## src/verilog/decodePkg.sv

```systemverilog
`default_nettype none

package decodePkg;

  localparam int INSTR_W = 32;

  localparam logic [3:0] COND_ALWAYS = 4'hE;
  localparam logic [3:0] COND_NEVER  = 4'hF; // reserved in A32

  // ALU operation codes, shared by both ISAs
  typedef enum logic [4:0] {
    ALU_ADD   = 5'b00000,
    ALU_SUB   = 5'b00001,
    ALU_AND   = 5'b00010,
    ALU_OR    = 5'b00011,
    ALU_XOR   = 5'b00100,
    ALU_SLT   = 5'b00101,
    ALU_LUI   = 5'b00110, // pass operand b
    ALU_SLL   = 5'b01000,
    ALU_SRL   = 5'b01001,
    ALU_SRA   = 5'b01010,
    ALU_BIC   = 5'b10000,
    ALU_MOV   = 5'b10001, // shifted operand 2 straight through
    ALU_ADC   = 5'b10010,
    ALU_SBC   = 5'b10011,
    ALU_RSB   = 5'b10100,
    ALU_RSC   = 5'b10110,
    ALU_MVN   = 5'b10111,
    ALU_PASSA = 5'b11111  // base address unchanged
  } aluCtrlE;

  typedef enum logic [6:0] {
    OP_LOAD   = 7'b0000011,
    OP_STORE  = 7'b0100011,
    OP_OPREG  = 7'b0110011,
    OP_BRANCH = 7'b1100011,
    OP_OPIMM  = 7'b0010011,
    OP_JAL    = 7'b1101111,
    OP_JALR   = 7'b1100111,
    OP_LUI    = 7'b0110111,
    OP_AUIPC  = 7'b0010111
  } rvOpE;

  // A32 op field, instr[27:25]
  typedef enum logic [2:0] {
    CLS_DPREG  = 3'b000,
    CLS_DPIMM  = 3'b001,
    CLS_MEMIMM = 3'b010,
    CLS_MEMREG = 3'b011,
    CLS_BLOCK  = 3'b100,
    CLS_BRANCH = 3'b101
  } armClassE;

  typedef enum logic [2:0] {
    IMM_I     = 3'b000,
    IMM_S     = 3'b001,
    IMM_B     = 3'b010,
    IMM_J     = 3'b011,
    ARM_IMM8  = 3'b100, // rotated imm8 of data processing
    ARM_IMM12 = 3'b101,
    ARM_IMM24 = 3'b110,
    IMM_U     = 3'b111
  } immSrcE;

  typedef enum logic [1:0] {
    RES_ALU     = 2'b00,
    RES_MEM     = 2'b01,
    RES_PCPLUS4 = 2'b10
  } resultSrcE;

  typedef enum logic [1:0] {
    LDM_FIRST = 2'b00, // transfer, fetch held
    LDM_LAST  = 2'b01  // base writeback
  } ldmPhaseE;

  typedef enum logic [1:0] {
    HS_IDLE = 2'b00,
    HS_HOLD = 2'b01
  } hsStateE;

endpackage

`default_nettype wire

```

## src/verilog/rvDecoder.sv

```systemverilog
`default_nettype none

module rvDecoder (
  input  logic [decodePkg::INSTR_W-1:0] instr,
  output logic                          rvLegal,
  output logic                          regWrite,
  output logic                          memWrite,
  output logic [1:0]                    memSize,
  output logic                          memSigned,
  output decodePkg::aluCtrlE            aluControl,
  output logic [1:0]                    branch,
  output logic [1:0]                    aluSrc,
  output decodePkg::immSrcE             immSrc,
  output decodePkg::resultSrcE          resultSrc,
  output logic [3:0]                    cond
);

  import decodePkg::*;

  rvOpE       op;
  logic [2:0] funct3;
  logic [6:0] funct7;
  logic [1:0] aluOp;     // 00 add, 01 compare, 10 funct decode, 11 lui
  logic       mainLegal;
  logic       aluLegal;
  logic       condLegal;

  assign op      = rvOpE'(instr[6:0]);
  assign funct3  = instr[14:12];
  assign funct7  = instr[31:25];
  assign rvLegal = mainLegal & aluLegal & condLegal;

  always_comb begin
    mainLegal = 1'b1;
    regWrite  = 1'b0;
    memWrite  = 1'b0;
    memSize   = 2'b00;
    memSigned = 1'b0;
    branch    = 2'b00;
    aluSrc    = 2'b00;
    immSrc    = IMM_I;
    resultSrc = RES_ALU;
    aluOp     = 2'b00;
    case (op)
      OP_LOAD: begin
        regWrite  = 1'b1;
        aluSrc    = 2'b01;
        resultSrc = RES_MEM;
        memSize   = funct3[1:0];
        memSigned = ~funct3[2]; // lbu/lhu zero extend
        mainLegal = funct3 inside {3'b000, 3'b001, 3'b010, 3'b100, 3'b101};
      end
      OP_STORE: begin
        memWrite  = 1'b1;
        aluSrc    = 2'b01;
        immSrc    = IMM_S;
        memSize   = funct3[1:0];
        mainLegal = (funct3 <= 3'b010);
      end
      OP_OPREG: begin
        regWrite = 1'b1;
        aluOp    = 2'b10;
      end
      OP_OPIMM: begin
        regWrite = 1'b1;
        aluSrc   = 2'b01;
        aluOp    = 2'b10;
      end
      OP_BRANCH: begin
        immSrc = IMM_B;
        branch = 2'b01;
        aluOp  = 2'b01;
      end
      OP_JAL: begin
        regWrite  = 1'b1;
        immSrc    = IMM_J;
        aluSrc    = 2'b10; // pc + offset
        resultSrc = RES_PCPLUS4;
        branch    = 2'b01;
      end
      OP_JALR: begin
        regWrite  = 1'b1;
        aluSrc    = 2'b01;
        resultSrc = RES_PCPLUS4;
        branch    = 2'b10; // target from alu
        mainLegal = (funct3 == 3'b000);
      end
      OP_LUI: begin
        regWrite = 1'b1;
        immSrc   = IMM_U;
        aluSrc   = 2'b01;
        aluOp    = 2'b11;
      end
      OP_AUIPC: begin
        regWrite = 1'b1;
        immSrc   = IMM_U;
        aluSrc   = 2'b11;
      end
      default: mainLegal = 1'b0;
    endcase
  end

  always_comb begin
    aluLegal   = 1'b1;
    aluControl = ALU_ADD;
    case (aluOp)
      2'b01: aluControl = ALU_SUB;
      2'b11: aluControl = ALU_LUI;
      2'b10: begin
        case (funct3)
          3'b000: aluControl = (funct7[5] & instr[5]) ? ALU_SUB : ALU_ADD;
          3'b001: aluControl = ALU_SLL;
          3'b010: aluControl = ALU_SLT;
          3'b011: aluControl = ALU_SLT; // sltu shares the code
          3'b100: aluControl = ALU_XOR;
          3'b101: aluControl = funct7[5] ? ALU_SRA : ALU_SRL;
          3'b110: aluControl = ALU_OR;
          default: aluControl = ALU_AND;
        endcase
        // funct7 only carries bit 5, and only for sub and sra
        if (op == OP_OPREG || funct3 == 3'b001 || funct3 == 3'b101) begin
          aluLegal = (funct7 == 7'b0000000) |
                     ((funct7 == 7'b0100000) & (funct3 == 3'b000 || funct3 == 3'b101));
        end
      end
      default: aluControl = ALU_ADD;
    endcase
  end

  // branch compare mapped onto A32 condition codes
  always_comb begin
    condLegal = 1'b1;
    cond      = COND_ALWAYS;
    if (op == OP_BRANCH) begin
      case (funct3)
        3'b000: cond = 4'b0000; // beq -> EQ
        3'b001: cond = 4'b0001; // bne -> NE
        3'b100: cond = 4'b1011; // blt -> LT
        3'b101: cond = 4'b1010; // bge -> GE
        3'b110: cond = 4'b0011; // bltu -> CC
        3'b111: cond = 4'b0010; // bgeu -> CS
        default: condLegal = 1'b0;
      endcase
    end
  end

endmodule

`default_nettype wire

```

## src/verilog/armDecoder.sv

```systemverilog
`default_nettype none

module armDecoder (
  input  logic                          clk,
  input  logic                          rstN,
  input  logic                          accept,
  input  logic                          bubble,
  input  logic [decodePkg::INSTR_W-1:0] instr,
  output logic                          armLegal,
  output logic                          regWrite,
  output logic                          memWrite,
  output logic [1:0]                    memSize,
  output logic                          memSigned,
  output decodePkg::aluCtrlE            aluControl,
  output logic                          branch,
  output logic                          aluSrc,
  output decodePkg::immSrcE             immSrc,
  output logic                          resultSrc, // memory data to rd
  output logic [1:0]                    flagWrite,
  output logic [3:0]                    regSrc,
  output logic [4:0]                    shiftAmt,
  output logic [2:0]                    shiftType,
  output logic                          pcSrc,
  output logic                          stallF
);

  import decodePkg::*;

  armClassE   opClass;
  ldmPhaseE   ldmPhase;
  ldmPhaseE   ldmPhaseNext;
  aluCtrlE    dpAlu;
  aluCtrlE    addSub;   // offset direction from the U bit
  logic [3:0] dpOp;
  logic [1:0] dpShift;  // 00 none, 01 immediate shift, 10 rotated imm8
  logic       sBit;
  logic       isCompare;
  logic       mainLegal;

  assign opClass   = armClassE'(instr[27:25]);
  assign dpOp      = instr[24:21];
  assign sBit      = instr[20]; // also the L bit of transfers
  assign isCompare = (dpOp[3:2] == 2'b10);
  assign addSub    = instr[23] ? ALU_ADD : ALU_SUB;
  assign armLegal  = mainLegal & (instr[31:28] != COND_NEVER);

  always_comb begin
    case (dpOp)
      4'b0000, 4'b1000: dpAlu = ALU_AND; // and, tst
      4'b0001, 4'b1001: dpAlu = ALU_XOR; // eor, teq
      4'b0010, 4'b1010: dpAlu = ALU_SUB; // sub, cmp
      4'b0011:          dpAlu = ALU_RSB;
      4'b0100, 4'b1011: dpAlu = ALU_ADD; // add, cmn
      4'b0101:          dpAlu = ALU_ADC;
      4'b0110:          dpAlu = ALU_SBC;
      4'b0111:          dpAlu = ALU_RSC;
      4'b1100:          dpAlu = ALU_OR;
      4'b1101:          dpAlu = ALU_MOV;
      4'b1110:          dpAlu = ALU_BIC;
      default:          dpAlu = ALU_MVN;
    endcase
  end

  always_comb begin
    mainLegal  = 1'b1;
    regWrite   = 1'b0;
    memWrite   = 1'b0;
    memSize    = 2'b10;
    memSigned  = 1'b0;
    aluControl = ALU_ADD;
    branch     = 1'b0;
    aluSrc     = 1'b0;
    immSrc     = ARM_IMM8;
    resultSrc  = 1'b0;
    flagWrite  = 2'b00;
    regSrc     = 4'b0000;
    dpShift    = 2'b00;
    stallF     = 1'b0;
    case (opClass)
      CLS_DPREG, CLS_DPIMM: begin
        aluControl   = dpAlu;
        regWrite     = ~isCompare;
        aluSrc       = (opClass == CLS_DPIMM);
        dpShift      = (opClass == CLS_DPIMM) ? 2'b10 : 2'b01;
        flagWrite[1] = sBit;
        flagWrite[0] = sBit &
          (dpAlu inside {ALU_ADD, ALU_SUB, ALU_RSB, ALU_ADC, ALU_SBC, ALU_RSC});
        // compares without S are status moves, bit 4 set means register shift
        mainLegal    = ~(isCompare & ~sBit) & ~((opClass == CLS_DPREG) & instr[4]);
      end
      CLS_MEMIMM, CLS_MEMREG: begin
        regWrite   = sBit;
        memWrite   = ~sBit;
        resultSrc  = sBit;
        memSize    = instr[22] ? 2'b00 : 2'b10; // byte or word
        aluControl = addSub;
        aluSrc     = (opClass == CLS_MEMIMM);
        immSrc     = ARM_IMM12;
        regSrc     = {2'b00, ~sBit, 1'b0}; // store data from rd
        dpShift    = (opClass == CLS_MEMREG) ? 2'b01 : 2'b00;
        mainLegal  = ~((opClass == CLS_MEMREG) & instr[4]);
      end
      CLS_BRANCH: begin
        branch = 1'b1;
        aluSrc = 1'b1;
        immSrc = ARM_IMM24;
        regSrc = 4'b0001; // pc as first operand
      end
      CLS_BLOCK: begin
        aluSrc = 1'b1;
        immSrc = ARM_IMM12;
        if (ldmPhase == LDM_FIRST) begin
          regSrc     = 4'b0100;
          regWrite   = sBit;
          memWrite   = ~sBit;
          resultSrc  = 1'b1;
          aluControl = instr[24] ? addSub : ALU_PASSA; // pre-index moves first
          stallF     = 1'b1; // same word comes back for the second op
        end else begin
          regSrc     = 4'b1000;
          regWrite   = instr[21]; // base writeback
          aluControl = instr[24] ? ALU_PASSA : addSub;
        end
      end
      default: mainLegal = 1'b0;
    endcase
  end

  always_comb begin
    case (dpShift)
      2'b01: begin
        shiftAmt  = instr[11:7];
        shiftType = {1'b1, instr[6:5]};
      end
      2'b10: begin
        shiftAmt  = {instr[11:8], 1'b0};
        shiftType = 3'b111; // ror
      end
      default: begin
        shiftAmt  = 5'd0;
        shiftType = 3'b100;
      end
    endcase
  end

  assign pcSrc = (instr[15:12] == 4'hF) & regWrite;

  // phase returns to FIRST after any word other than a first LDM/STM
  always_comb begin
    ldmPhaseNext = LDM_FIRST;
    if (!bubble && armLegal && opClass == CLS_BLOCK && ldmPhase == LDM_FIRST) begin
      ldmPhaseNext = LDM_LAST;
    end
  end

  always_ff @(posedge clk or negedge rstN) begin
    if (!rstN) begin
      ldmPhase <= LDM_FIRST;
    end else if (accept) begin
      ldmPhase <= ldmPhaseNext;
    end
  end

endmodule

`default_nettype wire

```

## src/verilog/isaMerge.sv

```systemverilog
`default_nettype none

module isaMerge (
  input  logic                        clk,
  input  logic                        rstN,
  input  logic                        accept,
  input  logic                        bubble,
  input  logic                        rvLegal,
  input  logic                        armLegal,
  input  logic                        rvRegWrite,
  input  logic                        rvMemWrite,
  input  logic [1:0]                  rvMemSize,
  input  logic                        rvMemSigned,
  input  decodePkg::aluCtrlE          rvAluControl,
  input  logic [1:0]                  rvBranch,
  input  logic [1:0]                  rvAluSrc,
  input  decodePkg::immSrcE           rvImmSrc,
  input  decodePkg::resultSrcE        rvResultSrc,
  input  logic [3:0]                  rvCond,
  input  logic [3:0]                  armCond,
  input  logic                        armRegWrite,
  input  logic                        armMemWrite,
  input  logic [1:0]                  armMemSize,
  input  logic                        armMemSigned,
  input  decodePkg::aluCtrlE          armAluControl,
  input  logic                        armBranch,
  input  logic                        armAluSrc,
  input  decodePkg::immSrcE           armImmSrc,
  input  logic                        armResultSrc,
  input  logic [1:0]                  armFlagWrite,
  input  logic [3:0]                  armRegSrc,
  input  logic [4:0]                  armShiftAmt,
  input  logic [2:0]                  armShiftType,
  input  logic                        armPcSrc,
  input  logic                        armStallF,
  output logic                        isArm,
  output logic                        illegal,
  output logic                        regWrite,
  output logic                        memWrite,
  output logic [1:0]                  memSize,
  output logic                        memSigned,
  output decodePkg::aluCtrlE          aluControl,
  output logic [1:0]                  branch,
  output logic [1:0]                  aluSrc,
  output decodePkg::immSrcE           immSrc,
  output logic [3:0]                  cond,
  output decodePkg::resultSrcE        resultSrc,
  output logic [1:0]                  flagWrite,
  output logic [3:0]                  regSrc,
  output logic [4:0]                  shiftAmt,
  output logic [2:0]                  shiftType,
  output logic                        pcSrc,
  output logic                        stallF
);

  import decodePkg::*;

  logic armMode; // 0 after reset, RV32I
  logic kill;

  // a word only one decoder accepts picks the ISA, anything else keeps the mode
  always_comb begin
    if (bubble) isArm = armMode;
    else if (armLegal && !rvLegal) isArm = 1'b1;
    else if (rvLegal && !armLegal) isArm = 1'b0;
    else isArm = armMode;
  end

  assign illegal = ~bubble & ~rvLegal & ~armLegal;
  assign kill    = bubble | illegal;

  always_ff @(posedge clk or negedge rstN) begin
    if (!rstN) begin
      armMode <= 1'b0;
    end else if (accept) begin
      armMode <= isArm;
    end
  end

  always_comb begin
    if (isArm) begin
      regWrite   = armRegWrite;
      memWrite   = armMemWrite;
      memSize    = armMemSize;
      memSigned  = armMemSigned;
      aluControl = armAluControl;
      branch     = {armBranch, 1'b0};
      aluSrc     = {1'b0, armAluSrc};
      immSrc     = armImmSrc;
      cond       = armCond;
      resultSrc  = armResultSrc ? RES_MEM : RES_ALU;
      flagWrite  = armFlagWrite;
      regSrc     = armRegSrc;
      shiftAmt   = armShiftAmt;
      shiftType  = armShiftType;
      pcSrc      = armPcSrc;
      stallF     = armStallF;
    end else begin
      regWrite   = rvRegWrite;
      memWrite   = rvMemWrite;
      memSize    = rvMemSize;
      memSigned  = rvMemSigned;
      aluControl = rvAluControl;
      branch     = rvBranch;
      aluSrc     = rvAluSrc;
      immSrc     = rvImmSrc;
      cond       = rvCond;
      resultSrc  = rvResultSrc;
      flagWrite  = 2'b00;
      regSrc     = 4'b0000;
      shiftAmt   = 5'd0;
      shiftType  = 3'b000;
      pcSrc      = 1'b0;
      stallF     = 1'b0;
    end
    if (kill) begin // nothing may retire from an empty or bad slot
      regWrite  = 1'b0;
      memWrite  = 1'b0;
      flagWrite = 2'b00;
      branch    = 2'b00;
      pcSrc     = 1'b0;
      stallF    = 1'b0;
    end
  end

endmodule

`default_nettype wire

```

## src/verilog/decodeStage.sv

```systemverilog
`default_nettype none

module decodeStage (
  input  logic                          clk,
  input  logic                          rstN,
  input  logic                          req,
  input  logic [decodePkg::INSTR_W-1:0] instr,
  input  logic                          bubble,
  output logic                          ack,
  output logic                          isArm,
  output logic                          illegal,
  output logic                          regWrite,
  output logic                          memWrite,
  output logic [1:0]                    memSize,
  output logic                          memSigned,
  output decodePkg::aluCtrlE            aluControl,
  output logic [1:0]                    branch,
  output logic [1:0]                    aluSrc,
  output decodePkg::immSrcE             immSrc,
  output logic [3:0]                    cond,
  output decodePkg::resultSrcE          resultSrc,
  output logic [1:0]                    flagWrite,
  output logic [3:0]                    regSrc,
  output logic [4:0]                    shiftAmt,
  output logic [2:0]                    shiftType,
  output logic                          pcSrc,
  output logic                          stallF
);

  import decodePkg::*;

  hsStateE    state;
  logic       accept;
  logic       rvLegal, rvRegWrite, rvMemWrite, rvMemSigned;
  logic [1:0] rvMemSize, rvBranch, rvAluSrc;
  logic [3:0] rvCond;
  aluCtrlE    rvAluControl;
  immSrcE     rvImmSrc;
  resultSrcE  rvResultSrc;
  logic       armLegal, armRegWrite, armMemWrite, armMemSigned, armBranch, armAluSrc;
  logic       armResultSrc, armPcSrc, armStallF;
  logic [1:0] armMemSize, armFlagWrite;
  logic [3:0] armRegSrc;
  logic [4:0] armShiftAmt;
  logic [2:0] armShiftType;
  aluCtrlE    armAluControl;
  immSrcE     armImmSrc;
  logic       mIsArm, mIllegal, mRegWrite, mMemWrite, mMemSigned, mPcSrc, mStallF;
  logic [1:0] mMemSize, mBranch, mAluSrc, mFlagWrite;
  logic [3:0] mCond, mRegSrc;
  logic [4:0] mShiftAmt;
  logic [2:0] mShiftType;
  aluCtrlE    mAluControl;
  immSrcE     mImmSrc;
  resultSrcE  mResultSrc;

  // four-phase handshake, ack is high exactly while in HOLD
  assign accept = (state == HS_IDLE) & req;
  assign ack    = (state == HS_HOLD);

  always_ff @(posedge clk or negedge rstN) begin
    if (!rstN) begin
      state <= HS_IDLE;
    end else begin
      case (state)
        HS_IDLE: if (req) state <= HS_HOLD;
        HS_HOLD: if (!req) state <= HS_IDLE;
        default: state <= HS_IDLE;
      endcase
    end
  end

  rvDecoder rvDec0 (
    .instr, .rvLegal, .regWrite(rvRegWrite), .memWrite(rvMemWrite),
    .memSize(rvMemSize), .memSigned(rvMemSigned), .aluControl(rvAluControl),
    .branch(rvBranch), .aluSrc(rvAluSrc), .immSrc(rvImmSrc),
    .resultSrc(rvResultSrc), .cond(rvCond)
  );

  armDecoder armDec0 (
    .clk, .rstN, .accept, .bubble, .instr, .armLegal,
    .regWrite(armRegWrite), .memWrite(armMemWrite), .memSize(armMemSize),
    .memSigned(armMemSigned), .aluControl(armAluControl), .branch(armBranch),
    .aluSrc(armAluSrc), .immSrc(armImmSrc), .resultSrc(armResultSrc),
    .flagWrite(armFlagWrite), .regSrc(armRegSrc), .shiftAmt(armShiftAmt),
    .shiftType(armShiftType), .pcSrc(armPcSrc), .stallF(armStallF)
  );

  isaMerge merge0 (
    .clk, .rstN, .accept, .bubble, .rvLegal, .armLegal,
    .rvRegWrite, .rvMemWrite, .rvMemSize, .rvMemSigned, .rvAluControl,
    .rvBranch, .rvAluSrc, .rvImmSrc, .rvResultSrc, .rvCond,
    .armCond(instr[31:28]),
    .armRegWrite, .armMemWrite, .armMemSize, .armMemSigned, .armAluControl,
    .armBranch, .armAluSrc, .armImmSrc, .armResultSrc, .armFlagWrite,
    .armRegSrc, .armShiftAmt, .armShiftType, .armPcSrc, .armStallF,
    .isArm(mIsArm), .illegal(mIllegal), .regWrite(mRegWrite), .memWrite(mMemWrite),
    .memSize(mMemSize), .memSigned(mMemSigned), .aluControl(mAluControl),
    .branch(mBranch), .aluSrc(mAluSrc), .immSrc(mImmSrc), .cond(mCond),
    .resultSrc(mResultSrc), .flagWrite(mFlagWrite), .regSrc(mRegSrc),
    .shiftAmt(mShiftAmt), .shiftType(mShiftType), .pcSrc(mPcSrc), .stallF(mStallF)
  );

  // enables and mode, cleared by reset
  always_ff @(posedge clk or negedge rstN) begin
    if (!rstN) begin
      isArm     <= 1'b0;
      illegal   <= 1'b0;
      regWrite  <= 1'b0;
      memWrite  <= 1'b0;
      branch    <= 2'b00;
      flagWrite <= 2'b00;
      pcSrc     <= 1'b0;
      stallF    <= 1'b0;
    end else if (accept) begin
      isArm     <= mIsArm;
      illegal   <= mIllegal;
      regWrite  <= mRegWrite;
      memWrite  <= mMemWrite;
      branch    <= mBranch;
      flagWrite <= mFlagWrite;
      pcSrc     <= mPcSrc;
      stallF    <= mStallF;
    end
  end

  always_ff @(posedge clk) begin
    if (accept) begin
      memSize    <= mMemSize;
      memSigned  <= mMemSigned;
      aluControl <= mAluControl;
      aluSrc     <= mAluSrc;
      immSrc     <= mImmSrc;
      cond       <= mCond;
      resultSrc  <= mResultSrc;
      regSrc     <= mRegSrc;
      shiftAmt   <= mShiftAmt;
      shiftType  <= mShiftType;
    end
  end

endmodule

`default_nettype wire

```

## config.mk

```make
export PLATFORM = sky130hd
export DESIGN_NAME = decodeStage
export DESIGN_NICKNAME = d
export VERILOG_FILES = /design/src/verilog/decodePkg.sv /design/src/verilog/rvDecoder.sv /design/src/verilog/armDecoder.sv /design/src/verilog/isaMerge.sv /design/src/verilog/decodeStage.sv
export SDC_FILE = /design/constraint.sdc
export NUM_CORES = 1
export LEC_CHECK = 0
export BUFFER_PORTS_ARGS = -buffer_cell sky130_fd_sc_hd__buf_4
export CAP_MARGIN = 10
export CORE_UTILIZATION = 56
export DETAILED_ROUTE_END_ITERATION = 8
export PLACE_DENSITY_LB_ADDON = 0.12
export REMOVE_ABC_BUFFERS = 1
export SYNTH_ARGS = -nofsm -noshare
export SYNTH_HDL_FRONTEND = slang
export SYNTH_SLANG_ARGS = --single-unit
export TNS_END_PERCENT = 1
```

## constraint.sdc

```tcl
create_clock -name clk -period 7.1 [get_ports clk]
set_input_delay 0.71 -clock clk [delete_from_list [all_inputs] [get_ports clk]]
set_output_delay 0.71 -clock clk [all_outputs]
set_load 0.1 [all_outputs]
```

# Yosys cells after proc, flatten, opt, wreduce, memory -nomap -nowiden
# Memory sizes are Yosys's and may differ from the RTL's.
# Cells that the tools add are included.
[op_classes]
addsub = 0
multipliers = 0
div = 0
order_cmp = 1
eq_ne = 38
n_shift = 0
n_mux = 71
n_bitwise = 26
reduce_logical = 35
[op_table]
columns = ["operator", "n"]
rows = [
  ["$pmux W5 S3", 2],
  ["$pmux W5 S6", 1],
  ["$eq A7 B6 Y1 const B", 4],
  ["$mux W1", 28],
  ["$mux W2", 14],
  ["$pmux W2 S2", 6],
  ["$pmux W4 S6", 1],
  ["$eq A7 B7 Y1 const B", 3],
  ["$eq A5 B5 Y1 const B", 4],
  ["$mux W5", 4],
  ["$reduce_or A2 Y1", 10],
  ["$eq A3 B3 Y1 const B", 6],
  ["$and A1 B1 Y1", 14],
  ["$eq A7 B5 Y1 const B", 2],
  ["$eq A3 B2 Y1 const B", 4],
  ["$mux W4", 3],
  ["$pmux W2 S3", 2],
  ["$pmux W3 S4", 1],
  ["$pmux W4 S3", 1],
  ["$reduce_or A6 Y1", 2],
  ["$not A1 Y1", 10],
  ["$pmux W5 S2", 1],
  ["$pmux W1 S3", 3],
  ["$eq A2 B2 Y1 const B", 4],
  ["other kinds (25)", 41],
]
[totals]
ff_bits = 45
latchBits = 0
mem_bits_rw = 0
romBits = 64
input_bits = 36
output_inout_bits = 42
wordCells = 193
mem_count = 1
[memory_table]
columns = ["name", "depth", "width", "read_ports", "rd_clocked_by_memory_dff", "wr", "line_no", "rtl"]
rows = [
  ["(no name shown)", 16, 4, 1, 0, 0, "armDecoder.sv:48", "case (dpOp)"],
]

# Longest topological paths before layout
[logic_depth]
word_depth = 14
mapped_depth = 10

# Modules after synthesis
# A second synthesis with hierarchy kept.
[hier_totals]
cells_unflattened = 321
area_unflattened_um2 = 3199.3
[by_module_without_submodules]
columns = ["mod", "instances", "cells_each", "area_per_inst_um2", "seq_area_each_um2"]
rows = [
  ["decodeStage", 1, 56, 1392.6, 1206.2],
  ["armDecoder", 1, 108, 715.7, 25.0],
  ["rvDecoder", 1, 97, 563.0, 0.0],
  ["isaMerge", 1, 60, 528.0, 25.0],
]

# Worst setup path before layout
# Ideal clock, no wire load.
[synth_path]
path_type = "register -> register"
from = "reg state[0]"
to = "reg pcSrc"
t_arrival_ns = 2.733
path_slack_ns = 4.266
path_stages_with_launch = 6
synth_period_minus_slack_ns = 2.834
cell_sequence = "dfrtp_1 > inv_1 > ha_1 > nand3_1 > or2_1 > o32ai_2"
[synth_between]
elab_chain_cells = 2
[synth_rtl]
columns = ["item", "line_no", "rtl"]
rows = [
  ["start: declaration", "decodeStage.sv:32", "hsStateE state;"],
  ["start signal: assignment", "decodeStage.sv:63", "state <= HS_IDLE;"],
  ["start signal: assignment", "decodeStage.sv:66", "HS_IDLE: if (req) state <= HS_HOLD;"],
  ["start signal: assignment", "decodeStage.sv:67", "HS_HOLD: if (!req) state <= HS_IDLE;"],
  ["$logic_not A2 Y1", "decodeStage.sv:58", "assign accept = (state == HS_IDLE) & req;"],
  ["$and A1 B1 Y1", "decodeStage.sv:58", ""],
  ["net accept", "decodeStage.sv:33", "logic accept;"],
  ["end signal: assignment", "decodeStage.sv:122", "pcSrc <= mPcSrc;"],
  ["end: declaration", "decodeStage.sv:26", "output logic pcSrc,"],
]
# The timed path passes the listed nets, and every way through them passes these cells.
# A chain may end at the register's enable or synchronous reset.

# Worst setup path in the final report
[layout_path]
from = "in instr[2] (netlist bit)"
to = "reg regWrite"
[layout_between]
elab_chain_cells = 13
word_cells_on_any_way = 35
cone_classes = "eq/ne: 10; mux: 11; bitwise: 6; reduce/logical: 8"
[layout_rtl]
columns = ["item", "line_no", "rtl"]
rows = [
  ["start: declaration", "decodeStage.sv:7", "input logic [decodePkg::INSTR_W-1:0] instr,"],
  ["$eq A7 B5 Y1 or $eq A7 B6 Y1 (tied branches)", "rvDecoder.sv:44, rvDecoder.sv:121", ""],
  ["$reduce_or A2 Y1 (no source line) or $logic_or A1 B1 Y1 (tied branches)", "n/a", ""],
  ["$pmux W2 S3 or $logic_or A1 B1 Y1 (tied branches)", "rvDecoder.sv:44, rvDecoder.sv:121", ""],
  ["$eq A2 B2 Y1 or $mux W1 (tied branches)", "rvDecoder.sv:106, rvDecoder.sv:121", ""],
  ["$mux W1", "rvDecoder.sv:106", "case (aluOp)"],
  ["$and A1 B1 Y1 (2 in a row)", "rvDecoder.sv:31", "assign rvLegal = mainLegal & aluLegal & condLegal;"],
  ["$logic_and A1 B1 Y1 or $logic_not A1 Y1 (tied branches)", "isaMerge.sv:65, isaMerge.sv:64", ""],
  ["$mux W1 or $logic_and A1 B1 Y1 (tied branches)", "isaMerge.sv:65, isaMerge.sv:64", ""],
  ["$mux W1", "isaMerge.sv:64", "else if (armLegal && !rvLegal) isArm = 1'b1;"],
  ["$mux W1", "isaMerge.sv:63", "if (bubble) isArm = armMode;"],
  ["$mux W1", "isaMerge.sv:81", "if (isArm) begin"],
  ["$mux W1 *", "isaMerge.sv:116", "if (kill) begin"],
  ["end signal: assignment", "decodeStage.sv:118", "regWrite <= mRegWrite;"],
  ["end: declaration", "decodeStage.sv:12", "output logic regWrite,"],
]
# Mark *: on every way between the ends. The rest lies on a longest branch, timed or not.

==> flow_summary.yaml <==
floorplanning:
  die_w_um: 71.4
  fp.dieArea_um2: 5100
  io_pins: 78
  num_rows: 24
  die_h_um: 71.4
  fp.coreArea_um2: 4500
  start_util: 0.599
worst_setup_path:
  crit_path_top_delay_cell: "a2111oi_0"
  arrival_ps: 3430
  r2r_cells: 7
  crit_required_ps: 7340
  slowest_delay_ps: 700
  crit_path_end_kind: "register"
  crit_type: "input pin to register"
  cp_max_fo: 26
  path_cells: "buf_4 -> nand4bb_4 -> nor3_4 -> a32oi_1 -> nor4_1 -> or2_4 -> inv_2 -> a2111oi_0 -> a211o_1"
  critPathLaunchType: "input pin"
route:
  firstDrtPassIters: 7
  drt_iter0_markers: 265
  wl_per_cell_um: 16.1
  via_count: 2302
  drc: 6
  via_per_inst: 5.96
  wl_um: 6220
  antenna_left: 0
grt:
  grt.overflow.total: 0
  first_global_vias: 2092
  antenna_found_initial: 0
  grtUsageTotal: 0.252
  grt_first_pass_wirelength_um: 9950
  grt_max_degree: 39
timing:
  period_share: 0.450
  skew_ps: 4.43
  finalSetupViolations: 0
  hold_viol: 0
  timing.fmax_mhz: 313
  setup_tns_ps: 0
  slew_headroom: 0.525
  rsz0062_at_grt: "false"
  fin_crit_ps: 3190
  worst_pin_slew_ps: 695
  finalMaxSlewViolations: 0
yosys:
  netlist_top_cells_area: "edfxtp_1 (35%), dfrtp_1 (11%), nand2_1 (4.3%)"
  synth.distinct_cells: 59
  seq_area_frac_synth: 0.457
  synth-async-reset-ratio: 0.279
  synth_area_per_cell_um2: 10.0
  yosysTopAreaCell: "edfxtp_1"
  synth_top_area_share: 0.345
  synthCells: 269
  ys_warn_count: 0
  ys.flop_type: "edfxtp_1"
  synth_edf_count: 31
  syn_area_um2: 2700
  yosys_register_bits: 43
run:
  maxCapViolations: 0
status:
  status: "complete, but fails checks"
  violations: "DRC"
cells_and_area:
  layout-drive-gt1-share: 0.299
  layout.cells.non_filler: 386
  antenna_cells: 0
  area_growth_pct: 22.3
  finalNetCount: 378
clock_network:
  cts_root_buf: "clkbuf_8"
  h-tree-depth: 2
  cts_buffer_depth: 2
  cts_sinks: 43
  postCtsSetupBuffers: 0
  clk_latency_ps: 290
  cts_tree: "yes"
  numCtsBuffers: 5
  path_clk_slew_ps: 80
  hold_buffers: 0
  cts_repair_resize_count: 0
placed_design:
  io_buffers: 73
  dp_cells: 378
  post-dp-hpwl_um: 4540
  gp_congestion: 0.844
worst_hold_path:
  hold_path.class: "input pin to asynchronous set/reset pin"
pwr:
  ir_worst_vdd_v: 0.000305
  power.density_nw_per_um2: 342
  leakagePower_uw: 0.00138
[report_power, final]
group,switching [uW],internal [uW],leakage (uW),total [uW]
registers,17.9,336,0.000459,354
clock network,79.9,88.8,0.0000515,169
logic,485,120,0.000869,604
total,582,545,0.00138,1130
[metal layers]
layer  share of wire  vias up  track usage  routed length (um)
met2            0.49       98        0.425                3040
li1                -     1117            -                   -
met4           0.012        0       0.0778                  72
met3           0.067        9       0.0478                 418
met5               0        -            0                   0
met1            0.43     1078        0.329                2690
[worst max-delay path, delay by kind of cell]
| family | cells | cell delay [ps] |
|---|---|---|
| AND/OR/NAND/NOR | 4 | 1320 |
| AO/OA/AOI/OAI | 3 | 1000 |
| buffers and inverters | 2 | 400 |
[cells in the mapped netlist (3+ instances only)]
library cell  number
edfxtp_1          31
nand2b_1           7
dfrtp_1           12
buf_2              8
a32oi_1            3
a211oi_1           3
or2_2              3
nor2_1            17
mux2i_1            3
a21oi_1           13
xnor2_1            4
nand2_1           31
buf_4              4
nor2b_1            6
nor3_1            13
and2_1             4
o21ai_0           10
o21ai_1            3
nand3_1            4
buf_6              4
o2bb2ai_1          4
inv_1             13
ha_1               9
a31oi_1           11
and3_1             4
[metrics by stage]
stage | cell area, um2 | worst slack, ps | hold slack (ps) | util | power, uW
after global routing | 3300 | 3630 | 241 | 0.732 | 1170
after detailed placement | 3200 | 3640 | 475 | 0.710 | 962
final | 3300 | 3910 | 239 | 0.732 | 1130
after CTS | 3300 | 3950 | 229 | 0.732 | 1130
after floorplan | 2580 | 4270 | 414 | - | 823
after global placement | 3200 | 3760 | 478 | 0.710 | 955
[logic make-up (layout without fill, tap and decap cells)]
| family | count (synthesis) | after routing | synth area share |
|---|---|---|---|
| flip-flops | 43 | 43 | 0.457 |
| AND/OR/NAND/NOR | 109 | 109 | 0.226 |
| AO/OA/AOI/OAI | 65 | 65 | 0.172 |
| XOR/XNOR | 6 | 6 | 0.0195 |
| adder cells (fa/ha/maj) | 9 | 9 | 0.0418 |
| multiplexers | 5 | 5 | 0.0195 |
| buffers and inverters | 32 | 97 | 0.0650 |
[state kept, by name, indices dropped and copies added (netlist names), 3 cells and up]
name and cells:
immSrc 3, cond 4, regSrc 4, shiftAmt 5, aluControl 5, shiftType 3
[layout make-up]
| type | instances | area, um2 |
|---|---|---|
| fillers | 349 | 1210 |
| clock buffers | 8 | 100 |
| flip-flops and latches | 43 | 1230 |
| repair buffers | 74 | 556 |
| inverters | 15 | 56.3 |
| well taps | 52 | 65.1 |
| multi-input cells | 194 | 1290 |
[cells in the final DEF (no fill, tap or decap), types with 3 or more instances in the layout]
cell,count
clkbuf_8,7
and3_1,4
xnor2_1,4
o21ai_1,3
nand2b_1,7
a32oi_1,3
a21oi_1,13
ha_1,9
nand2_1,31
or2_2,3
nor2_1,17
o21ai_0,10
dfrtp_1,12
inv_1,13
and2_1,4
mux2i_1,3
a31oi_1,11
a211oi_1,3
o2bb2ai_1,4
nor2b_1,6
nand3_1,4
edfxtp_1,31
buf_4,74
nor3_1,13
[path summary, 6_finish.rpt]
check                      slack (ps)                  endpoint                  startpoint
max in group asynchronous        6710     branch[1]$_DFFE_PN0P_                        rstN
min                               240      regWrite$_DFFE_PN0P_                        rstN
max                              3910      regWrite$_DFFE_PN0P_                    instr[2]
min in group clk                  500  flagWrite[0]$_DFFE_PN0P_    flagWrite[0]$_DFFE_PN0P_
max reg2reg                      4450      regWrite$_DFFE_PN0P_  merge0.armMode$_DFFE_PN0P_
min reg2reg                       500  flagWrite[0]$_DFFE_PN0P_    flagWrite[0]$_DFFE_PN0P_
Note: power is estimated with default switching activity, not from simulation.
